--- src/ebus_settings.svh ---
`ifndef EBUS_SETTINGS_SVH
`define EBUS_SETTINGS_SVH

// EBUS data word, bit 0 is the most significant
`define EBUS_WIDTH 36

// Diagnostic select is a board number followed by a register number
`define DS_WIDTH 7
`define BOARD_WIDTH 4
`define REG_WIDTH 3

`define REQ_DEPTH 4
`define RESP_DEPTH 4
`define DOWN_CREDIT_WIDTH 16

// Full boards are numbered 1 to NUM_FULL_BOARDS
`define NUM_FULL_BOARDS 3

// Slice cards all answer to one board number, each owns SLICE_WIDTH bits
`define SLICE_BOARD 5
`define NUM_SLICES 6
`define SLICE_WIDTH 6

`endif

--- src/ebusPkg.sv ---
`include "ebus_settings.svh"

package ebusPkg;

  // Control lines the sequencer drives to every board
  typedef struct packed {
    logic [0:`DS_WIDTH-1] ds;
    logic diagStrobe;
    logic readEn;
    logic [0:`EBUS_WIDTH-1] wrData;
  } tEbusCtl;

  // What one board puts on the EBUS data lines
  typedef struct packed {
    logic driving;
    logic [0:`EBUS_WIDTH-1] data;
  } tEBUSdriver;

  typedef struct packed {
    logic write;
    logic [0:`DS_WIDTH-1] ds;
    logic [0:`EBUS_WIDTH-1] data;
  } tDiagReq;

  typedef struct packed {
    logic [0:`DS_WIDTH-1] ds;
    logic [0:`EBUS_WIDTH-1] data;
  } tDiagResp;

endpackage

--- src/creditFifo.sv ---
`timescale 1ns/1ps
`include "ebus_settings.svh"

module creditFifo
  import ebusPkg::*;
#(
  parameter type tItem = tDiagReq,
  parameter int depth = `REQ_DEPTH
)
(
  input logic clk60,
  input logic arstN,
  input logic inValid,
  input tItem inItem,
  output logic outValid,
  output tItem outItem,
  input logic take,
  output logic creditReturn
);

  localparam int ptrWidth = (depth > 1) ? $clog2(depth) : 1;
  localparam int cntWidth = ptrWidth + 1;
  localparam logic [ptrWidth-1:0] lastPtr = ptrWidth'(depth - 1);
  localparam logic [cntWidth-1:0] fullCount = cntWidth'(depth);

  tItem mem [depth];
  logic [ptrWidth-1:0] rdPtr;
  logic [ptrWidth-1:0] wrPtr;
  logic [cntWidth-1:0] count;
  logic pop;

  function automatic logic [ptrWidth-1:0] nextPtr(input logic [ptrWidth-1:0] p);
    if (p == lastPtr)
      return '0;
    return p + 1'b1;
  endfunction

  assign outValid = count != '0;
  assign outItem = mem[rdPtr];
  assign pop = take && outValid;
  // Each entry that leaves frees one slot upstream
  assign creditReturn = pop;

  always_ff @(posedge clk60)
  begin
    if (inValid)
      mem[wrPtr] <= inItem;
  end

  always_ff @(posedge clk60 or negedge arstN)
  begin
    if (!arstN)
    begin
      rdPtr <= '0;
      wrPtr <= '0;
      count <= '0;
    end
    else
    begin
      if (inValid)
        wrPtr <= nextPtr(wrPtr);
      if (pop)
        rdPtr <= nextPtr(rdPtr);
      case ({inValid, pop})
        2'b10: count <= count + 1'b1;
        2'b01: count <= count - 1'b1;
        default: count <= count;
      endcase
    end
  end

  noPushWhenFull: assert property (@(posedge clk60) disable iff (!arstN)
    inValid |-> count != fullCount);
  noTakeWhenEmpty: assert property (@(posedge clk60) disable iff (!arstN)
    take |-> outValid);

endmodule

--- src/diagRegBoard.sv ---
`timescale 1ns/1ps
`include "ebus_settings.svh"

module diagRegBoard
  import ebusPkg::*;
#(
  parameter int boardNum = 1,
  parameter int sliceLo = 0,
  parameter int sliceHi = `EBUS_WIDTH - 1
)
(
  input logic clk60,
  input logic arstN,
  input tEbusCtl ctl,
  output tEBUSdriver driver
);

  localparam int numRegs = 1 << `REG_WIDTH;
  localparam logic [`BOARD_WIDTH-1:0] myBoard = boardNum[`BOARD_WIDTH-1:0];

  logic [sliceLo:sliceHi] regs [numRegs];
  logic selected;
  logic [`REG_WIDTH-1:0] regSel;

  assign selected = ctl.ds[0:`BOARD_WIDTH-1] == myBoard;
  assign regSel = ctl.ds[`BOARD_WIDTH:`DS_WIDTH-1];

  always_ff @(posedge clk60 or negedge arstN)
  begin
    if (!arstN)
    begin
      for (int i = 0; i < numRegs; i++)
        regs[i] <= '0;
    end
    else if (ctl.diagStrobe && selected)
    begin
      regs[regSel] <= ctl.wrData[sliceLo:sliceHi];
    end
  end

  // Bits outside the owned slice read as zero
  always_comb
  begin
    driver.driving = ctl.readEn && selected;
    driver.data = '0;
    if (driver.driving)
      driver.data[sliceLo:sliceHi] = regs[regSel];
  end

  oneCycleKind: assert property (@(posedge clk60) disable iff (!arstN)
    !(ctl.diagStrobe && ctl.readEn));

endmodule

--- src/diagSequencer.sv ---
`timescale 1ns/1ps
`include "ebus_settings.svh"

module diagSequencer
  import ebusPkg::*;
(
  input logic clk60,
  input logic arstN,
  input logic headValid,
  input tDiagReq head,
  output logic take,
  input logic slotFree,
  input logic [0:`EBUS_WIDTH-1] ebusData,
  output tEbusCtl ctl,
  output logic pushValid,
  output tDiagResp pushItem
);

  localparam int creditWidth = $clog2(`RESP_DEPTH + 1);
  localparam logic [creditWidth-1:0] maxCredits = creditWidth'(`RESP_DEPTH);

  typedef enum logic {
    seqIdle,
    seqIssue
  } tSeqState;

  tSeqState state;
  logic [creditWidth-1:0] respCredits;
  logic spendRead;
  logic [0:`DS_WIDTH-1] ctlDs;
  logic [0:`EBUS_WIDTH-1] ctlWrData;
  logic strobeQ;
  logic readEnQ;

  // A read needs room reserved in the response queue before it is taken
  assign take = (state == seqIdle) && headValid && (head.write || respCredits != '0);
  assign spendRead = take && !head.write;

  assign ctl = '{ds: ctlDs, diagStrobe: strobeQ, readEn: readEnQ, wrData: ctlWrData};

  always_ff @(posedge clk60 or negedge arstN)
  begin
    if (!arstN)
    begin
      state <= seqIdle;
      strobeQ <= 1'b0;
      readEnQ <= 1'b0;
      pushValid <= 1'b0;
      respCredits <= maxCredits;
    end
    else
    begin
      state <= take ? seqIssue : seqIdle;
      strobeQ <= take && head.write;
      readEnQ <= spendRead;
      // Bus word is sampled in the cycle readEn is up
      pushValid <= (state == seqIssue) && readEnQ;
      respCredits <= respCredits - spendRead + slotFree;
    end
  end

  always_ff @(posedge clk60)
  begin
    if (take)
    begin
      ctlDs <= head.ds;
      ctlWrData <= head.data;
    end
    if (readEnQ)
    begin
      pushItem.ds <= ctlDs;
      pushItem.data <= ebusData;
    end
  end

  creditBound: assert property (@(posedge clk60) disable iff (!arstN)
    respCredits <= maxCredits);

endmodule

--- src/ebusMux.sv ---
`timescale 1ns/1ps
`include "ebus_settings.svh"

module ebusMux
  import ebusPkg::*;
#(
  parameter int numFull = `NUM_FULL_BOARDS
)
(
  input tEBUSdriver fullDrivers [numFull],
  input tEBUSdriver sliceDrivers [`NUM_SLICES],
  output logic [0:`EBUS_WIDTH-1] ebusData
);

  logic [numFull-1:0] fullDriving;
  logic sliceDriving;

  always_comb
  begin
    sliceDriving = 1'b0;
    for (int s = 0; s < `NUM_SLICES; s++)
      sliceDriving |= sliceDrivers[s].driving;
    for (int i = 0; i < numFull; i++)
      fullDriving[i] = fullDrivers[i].driving;
  end

  // Card 0 holds the low-order slice, the last card holds bits 0 to 5
  always_comb
  begin
    ebusData = '0;
    if (sliceDriving)
    begin
      for (int s = 0; s < `NUM_SLICES; s++)
        ebusData[(`NUM_SLICES-1-s)*`SLICE_WIDTH +: `SLICE_WIDTH] =
          sliceDrivers[s].data[(`NUM_SLICES-1-s)*`SLICE_WIDTH +: `SLICE_WIDTH];
    end
    // Walk from the far end so the lowest driving index wins
    for (int i = numFull - 1; i >= 0; i--)
    begin
      if (fullDrivers[i].driving)
        ebusData = fullDrivers[i].data;
    end
  end

  singleDriver: assert final ($onehot0({fullDriving, sliceDriving}));

endmodule

--- src/kl10ebus.sv ---
`timescale 1ns/1ps
`include "ebus_settings.svh"

module kl10ebus
  import ebusPkg::*;
(
  input logic clk60,
  input logic arstN,
  input logic reqValid,
  input tDiagReq req,
  output logic reqCredit,
  input logic respCredit,
  output logic respValid,
  output tDiagResp resp
);

  logic headValid;
  tDiagReq head;
  logic take;
  logic slotFree;
  tEbusCtl ctl;
  tEBUSdriver fullDrivers [`NUM_FULL_BOARDS];
  tEBUSdriver sliceDrivers [`NUM_SLICES];
  logic [0:`EBUS_WIDTH-1] ebusData;
  logic pushValid;
  tDiagResp pushItem;

  creditFifo #(.tItem(tDiagReq), .depth(`REQ_DEPTH)) reqQueue (
    .clk60(clk60), .arstN(arstN),
    .inValid(reqValid), .inItem(req),
    .outValid(headValid), .outItem(head),
    .take(take), .creditReturn(reqCredit)
  );

  diagSequencer sequencer (
    .clk60(clk60), .arstN(arstN),
    .headValid(headValid), .head(head), .take(take),
    .slotFree(slotFree), .ebusData(ebusData), .ctl(ctl),
    .pushValid(pushValid), .pushItem(pushItem)
  );

  for (genvar b = 0; b < `NUM_FULL_BOARDS; b++)
  begin : fullBoard
    diagRegBoard #(.boardNum(b + 1), .sliceLo(0), .sliceHi(`EBUS_WIDTH - 1)) board (
      .clk60(clk60), .arstN(arstN), .ctl(ctl), .driver(fullDrivers[b])
    );
  end

  for (genvar s = 0; s < `NUM_SLICES; s++)
  begin : sliceCard
    localparam int lo = (`NUM_SLICES - 1 - s) * `SLICE_WIDTH;
    diagRegBoard #(.boardNum(`SLICE_BOARD), .sliceLo(lo), .sliceHi(lo + `SLICE_WIDTH - 1)) card (
      .clk60(clk60), .arstN(arstN), .ctl(ctl), .driver(sliceDrivers[s])
    );
  end

  ebusMux #(.numFull(`NUM_FULL_BOARDS)) mux (
    .fullDrivers(fullDrivers), .sliceDrivers(sliceDrivers), .ebusData(ebusData)
  );

  respSender sender (
    .clk60(clk60), .arstN(arstN),
    .pushValid(pushValid), .pushItem(pushItem),
    .respCredit(respCredit), .respValid(respValid), .resp(resp),
    .slotFree(slotFree)
  );

endmodule

--- src/respSender.sv ---
`timescale 1ns/1ps
`include "ebus_settings.svh"

module respSender
  import ebusPkg::*;
(
  input logic clk60,
  input logic arstN,
  input logic pushValid,
  input tDiagResp pushItem,
  input logic respCredit,
  output logic respValid,
  output tDiagResp resp,
  output logic slotFree
);

  logic headValid;
  tDiagResp headItem;
  logic send;
  logic [`DOWN_CREDIT_WIDTH-1:0] downCredits;

  creditFifo #(.tItem(tDiagResp), .depth(`RESP_DEPTH)) respQueue (
    .clk60(clk60),
    .arstN(arstN),
    .inValid(pushValid),
    .inItem(pushItem),
    .outValid(headValid),
    .outItem(headItem),
    .take(send),
    .creditReturn(slotFree)
  );

  // One response per downstream credit, oldest first
  assign send = headValid && (downCredits != '0);
  assign respValid = send;
  assign resp = headItem;

  always_ff @(posedge clk60 or negedge arstN)
  begin
    if (!arstN)
      downCredits <= '0;
    else
      downCredits <= downCredits + respCredit - send;
  end

  noCreditWrap: assert property (@(posedge clk60) disable iff (!arstN)
    (respCredit && !send) |-> downCredits != '1);

endmodule

--- config.mk ---
export PLATFORM = sky130hd
export DESIGN_NAME = kl10ebus
export DESIGN_NICKNAME = d
export VERILOG_FILES = /design/src/ebusPkg.sv /design/src/creditFifo.sv /design/src/diagRegBoard.sv /design/src/diagSequencer.sv /design/src/ebusMux.sv /design/src/kl10ebus.sv /design/src/respSender.sv
export VERILOG_INCLUDE_DIRS = /design/src /design/src/src
export SDC_FILE = /design/constraint.sdc
export NUM_CORES = 2
export LEC_CHECK = 0
export BUFFER_PORTS_ARGS = -buffer_cell sky130_fd_sc_hd__buf_2
export CELL_PAD_IN_SITES_DETAIL_PLACEMENT = 0
export CELL_PAD_IN_SITES_GLOBAL_PLACEMENT = 1
export CORE_ASPECT_RATIO = 1.4
export CORE_MARGIN = 2
export CORE_UTILIZATION = 35
export DETAILED_ROUTE_END_ITERATION = 10
export PLACE_DENSITY = 0.59
export SLEW_MARGIN = 5
export SYNTH_ARGS = -nofsm -noshare
export SYNTH_HDL_FRONTEND = slang
export SYNTH_SLANG_ARGS = --single-unit
--- constraint.sdc ---
create_clock -name clk60 -period 8.4 [get_ports clk60]
set_clock_uncertainty 0.15 [all_clocks]
set_input_delay 1.68 -clock clk60 [delete_from_list [all_inputs] [get_ports clk60]]
set_output_delay 1.68 -clock clk60 [all_outputs]
set_load 0.005 [all_outputs]
======== Word-level counts from Yosys, hierarchy flattened ========
Memories as Yosys holds them, arrays and structs flattened.
Cells that the tools add are included.
Widths: inputs -> output; s select.
storage, ports and cells
  register bits after elaboration ......... 1,275
  bits in writable memories ............... 348
  input bits .............................. 48
  output and inout bits ................... 45
  word-level logic and storage cells ...... 210
  memories kept ........................... 2
operators by class
  $add $sub $neg .......................... 12
  $lt $le $gt $ge ......................... 2
  eq/ne operators ......................... 12
  multiplexer cells ....................... 67
  bitwise gates (word level) .............. 2
  reductions and logical operators ........ 25
memories
  name                  depth  bits a word  read ports  clocked after memory_dff  write ports  RTL line          text
  reqQueue.mem          4      44           1           0                         1            creditFifo.sv:26  tItem mem [depth];
  sender.respQueue.mem  4      43           1           0                         1            creditFifo.sv:26
operator list
  operator             number
  $bwmux 288           3
  $mux 36              11
  $bmux 36 s3          3
  $bwmux 48            6
  $bmux 6 s3           6
  $demux 36 s3         1
  $mux 6               13
  $demux 6 s3          1
  $logic_and 1x1->1    17
  $add 16x1->16        1
  $mux 2               8
  $reduce_bool 16->1   1
  $sub 16x1->16        1
  $mux 1               13
  $eq 2x2->1 const B   6
  $pmux 3 s2           2
  $reduce_bool 3->1    3
  $add 2x1->2 const B  4
  $eq 4x2->1 const B   2
  $add 3x1->3 const B  2
  $sub 3x1->3 const B  2
  $eq 2x1->1 const B   2
  $eq 4x1->1 const B   1
  $eq 4x3->1 const B   1
  9 further kinds      10

======== Longest topological paths before layout ========
  depth after elaboration ................. 8
  mapped depth ............................ 14
  gate-level depth less buffers ........... 14

======== Hierarchy ========
Synthesis repeated with hierarchy kept, for this count alone.
unflattened totals
  cell total of the unflattened synthesis .. 4,790
  area, all modules ....................... 75,687.6 µm²
modules (own cells, without submodules)
  module                                instances  cells each  area an instance (µm²)  sequential area each (µm²)
  diagRegBoard (sliceCard[0].card ...)  6          189         2,595.0                 1,201.2
  diagRegBoard (fullBoard[2].board)     1          916         14,064.7                7,206.9
  diagRegBoard (fullBoard[1].board)     1          916         13,626.8                7,206.9
  diagRegBoard (fullBoard[0].board)     1          851         13,472.9                7,206.9
  creditFifo (reqQueue)                 1          269         6,837.8                 5,460.2
  creditFifo (sender.respQueue)         1          264         6,691.4                 5,340.1
  diagSequencer                         1          111         2,886.5                 2,758.9
  respSender                            1          158         1,437.6                 400.4
  ebusMux                               1          171         1,099.8                 0.0

======== Worst setup path after synthesis ========
OpenSTA, ideal clock, no wires.
  path type ............................... input-to-reg
  from .................................... input port respCredit
  to ...................................... register sender.downCredits[14]
  setup time .............................. 0.126 ns
  arrival ................................. 3.416 ns
  required time ........................... 8.124 ns
  path slack .............................. 4.708 ns
  cell stages on the path ................. 7
  path buffers ............................ 0
  cells stage by stage .................... ha_1 -> fa_1 -> a21oi_1 -> o22ai_1 -> a211oi_1 -> nand2_1 -> o311a_1
between the ends
  cells in the longest elaborated chain, start to end .. 2
RTL lines
  element                 RTL line          text
  start: declaration      kl10ebus.sv:12    input logic respCredit,
  $add 16x1->16           respSender.sv:43  downCredits <= downCredits + respCredit - send;
  $sub 16x1->16           respSender.sv:43
  end signal: assignment  respSender.sv:43
  end: declaration        respSender.sv:20  logic [`DOWN_CREDIT_WIDTH-1:0] downCredits;
No other way between the ends.
A chain may end at the register's enable or synchronous reset.

==> results.sh <==
export IMPL_status="finished clean"
export IMPL_antenna_found_initial=16
export IMPL_timing_critical_path_required_ps=6570
export IMPL_nNetsFinal=4738
export IMPL_r2r_cells=7
export IMPL_r2r_end="sliceCard[0].card.regs[41]$_DFFE_PN0P_"
export IMPL_layout_min_cycle_time_ps=4500
export IMPL_cts_tree="built"
export IMPL_clockBufferDepth=3
export IMPL_numPortBuffers=92
export IMPL_synth_area_leader_cell="dfrtp_1"
export IMPL_hold_buffers=0
export IMPL_avgSynthCellArea_um2=15.1
export IMPL_h_tree_depth=4
export IMPL_hold_viol_final=0
export IMPL_rsz0062_at_grt="no"
export IMPL_ys_top_cells_by_count="1,310 x mux2_2, 1,188 x dfrtp_1, 434 x edfxtp_1"
export IMPL_drive_gt1_share_pct=41.2
export IMPL_pwr_density_cell_nw_per_um2=377
export IMPL_p_clk_share_pct=25.0
export IMPL_netlist_area_um2=70400
export IMPL_boundaryPins=93
export IMPL_synth_enable_flop_cells=434
export IMPL_finalCritPeriodShare_pct=53.6
export IMPL_crit_type="flop to output port"
export IMPL_p_sw_mw=10.4
export IMPL_synth_cell_types=73
export IMPL_num_rows=194
export IMPL_multi_input_area_um2=26000
export IMPL_clk_pin_slew_ps=60
export IMPL_synth_fp_nets=4753
export IMPL_setup_viol=0
export IMPL_p_int_mw=19.5
export IMPL_crit_end="resp[0]"
export IMPL_critPathSlowestCell="dfrtp_4"
export IMPL_grt_util_met2_pct=37.3
export IMPL_postCtsSetupBuffers=0
export IMPL_seqCellArea_um2=42800
export IMPL_async_flop_share_pct=73.3
export IMPL_root_buffer="clkbuf_16"
export IMPL_cts_num_sinks=1623
export IMPL_fillers=18500
export IMPL_numCtsBuffers=167
export IMPL_ys_warnings_count=0
export IMPL_drc=0
export IMPL_syn_inst=4664
export IMPL_r2r_start="sequencer.ctlDs[5]$_DFFE_PP_"
export IMPL_synth_most_common_cell="mux2_2"
export IMPL_firstDrtPassIters=5
export IMPL_initial_utilization_pct=35.2
export IMPL_gp_congestion=0.776
export IMPL_wl_mm=226
export IMPL_antenna_left=0
export IMPL_synth_top_area_share_pct=42.2
export IMPL_cts_resized=0
export IMPL_gr_max_usage_layer="met2"
export IMPL_min_delay_path_class="flop to flop"
export IMPL_max_freq_mhz=222
export IMPL_setup_tns_final_ps=0
export IMPL_grt_pass1_wl_mm=328
export IMPL_routed_via_count=41900
export IMPL_drv_slew=0
export IMPL_synth_seq_cells=1623
export IMPL_grt_ovfl_total=0
export IMPL_critPathLaunch="sender.respQueue.rdPtr[0]$_DFFE_PN0P_"
export IMPL_relSlewSlack_pct=17.3
export IMPL_seq_area_frac_synth_pct=60.8
export IMPL_crit_path_max_fanout=46
export IMPL_p_sw_share_pct=34.7
export IMPL_synthTopCellsByArea="dfrtp_1 42%, mux2_2 21%, edfxtp_1 19%"
export IMPL_grt_max_degree=154
export IMPL_peakVddDrop_mv=0.286
export IMPL_ys_dominant_reg_cell="dfrtp_1"
export IMPL_worst_skew_pair_late_latency_ps=850
export IMPL_area_growth_pct=12.6
export IMPL_met1_usage_pct=29.0
export IMPL_die_y_um=535
export IMPL_grt_use_total_pct=22.1
export IMPL_critical_path_arrival_ps=2670
export IMPL_tightest_slew_ps=1240
export IMPL_pwr_share_comb_pct=30.9
export IMPL_use_met3_pct=3.71
export IMPL_maxCapViolCount=0
export IMPL_r2r_slack_ps=4170
export IMPL_endpoint_kind="output port"
export IMPL_fin_total_pwr_mw=29.9
export IMPL_drt_iter0_drc=3161
export IMPL_post_drt_wl_per_cell_um=30.4
export IMPL_hpwlAfterDp_mm=130
export IMPL_dieArea_um2=205000
export IMPL_grt_pass1_vias=44100
export IMPL_leakage_nw=33.9
export IMPL_dieWidth_um=383
export IMPL_start_kind="flop"
export IMPL_worstPathCellList="mux4_2 -> buf_2"
export IMPL_core_area_um2=200000
export IMPL_seq_power_share_pct=44.0
export IMPL_vias_per_cell=5.63
export IMPL_cpPeakStageDelay_ps=1010
[sequential cells by signal (all words and copies together) (netlist names)]
register                flops
sender.respQueue.rdPtr      2
reqQueue.mem              176
reqQueue.count              3
reqQueue.wrPtr              2
sliceCard.card.regs       288
sender.respQueue.mem      172
sequencer.ctlWrData        36
reqQueue.rdPtr              2
sequencer.ctlDs             7
sequencer.pushValid         1
sequencer.respCredits       3
sender.downCredits         16
sequencer.pushItem         43
sequencer.state             1
sequencer.readEnQ           1
sender.respQueue.wrPtr      2
sequencer.strobeQ           1
sender.respQueue.count      3
fullBoard.board.regs      864
[worst min path at each step]
stage                                               start                               endpoint  slack [ps]  depth (start not counted)
global route                reqQueue.count[2]$_DFFE_PN0P_          reqQueue.count[2]$_DFFE_PN0P_         340                          1
CTS                 sender.respQueue.count[2]$_DFFE_PN0P_  sender.respQueue.count[2]$_DFFE_PN0P_         320                          1
global placement    sender.respQueue.count[2]$_DFFE_PN0P_  sender.respQueue.count[2]$_DFFE_PN0P_         310                          1
finish              sender.respQueue.count[2]$_DFFE_PN0P_  sender.respQueue.count[2]$_DFFE_PN0P_         310                          1
detailed placement  sender.respQueue.count[2]$_DFFE_PN0P_  sender.respQueue.count[2]$_DFFE_PN0P_         310                          1
floorplan                    sequencer.ctlDs[6]$_DFFE_PP_       sequencer.pushItem[36]$_DFFE_PP_         270                          0
[final cells by class]
| class | count | share of cell area (%) |
|---|---|---|
| clock inverters | 60 | 0.655 |
| well taps | 2646 | 4.17 |
| clock buffers | 251 | 6.23 |
| multi-input cells | 2591 | 32.7 |
| diodes | 9 | 0.0284 |
| inverters | 45 | 0.221 |
| flip-flops and latches | 1623 | 54.0 |
| repair buffers | 221 | 2.01 |
[critical path: cells and delay by family (launching register included)]
family	cells	cell delay, ps
buf+inv	1	150
flops	1	1010
mux	1	660
[power groups by stage]
stage	registers [mW]	clock network [mW]	logic, mW
global route	13.5	7.97	9.88
floorplan	12.2	0	6.73
global placement	13.1	0	9.12
detailed placement	13.3	0	9.24
finish	13.2	7.48	9.24
CTS	13.1	7.65	9.27
[layer usage]
layer	share of wire [%]	wire [um]
met1	43	97400
met2	49	112000
met3	4.6	10500
met4	3.0	6790
met5	0.036	81
[placed cells by master (no fill, tap or decap), types with 93 or more instances in the layout]
cell type  instances
o21ai_0          105
mux2_2          1310
dfrtp_1         1183
edfxtp_1         434
nor2_1           119
mux2i_1          105
a21oi_1           93
nand2_1           99
clkbuf_16        177
a221oi_1         151
buf_4            117
mux4_2           124
[kinds of logic (layout without fill, tap and decap cells)]
| kind of cell | after synthesis | count (layout) | synth area share, % |
|---|---|---|---|
| mux | 1539 | 1539 | 26.4 |
| fa+ha+maj | 41 | 41 | 0.771 |
| xor+xnor | 18 | 18 | 0.224 |
| flops | 1623 | 1623 | 60.8 |
| simple gates | 354 | 354 | 2.40 |
| compound gates | 639 | 639 | 6.62 |
| buf+inv | 450 | 577 | 2.80 |
| other cells | 0 | 9 | 0 |
[metrics by stage]
stage / hold WS [ps] / utilization [%] / setup slack [ps] / instances / area (um^2)
floorplan: 271 / - / 4710 / 4664 / 70400
global placement: 308 / 37.0 / 4190 / 7126 / 73800
detailed placement: 307 / 37.0 / 4170 / 7126 / 73800
CTS: 319 / 39.7 / 3710 / 7437 / 79300
global route: 340 / 39.7 / 3680 / 7439 / 79300
finish: 315 / 39.7 / 3900 / 7446 / 79300
No activity file was read; power rests on OpenSTA's default activity.
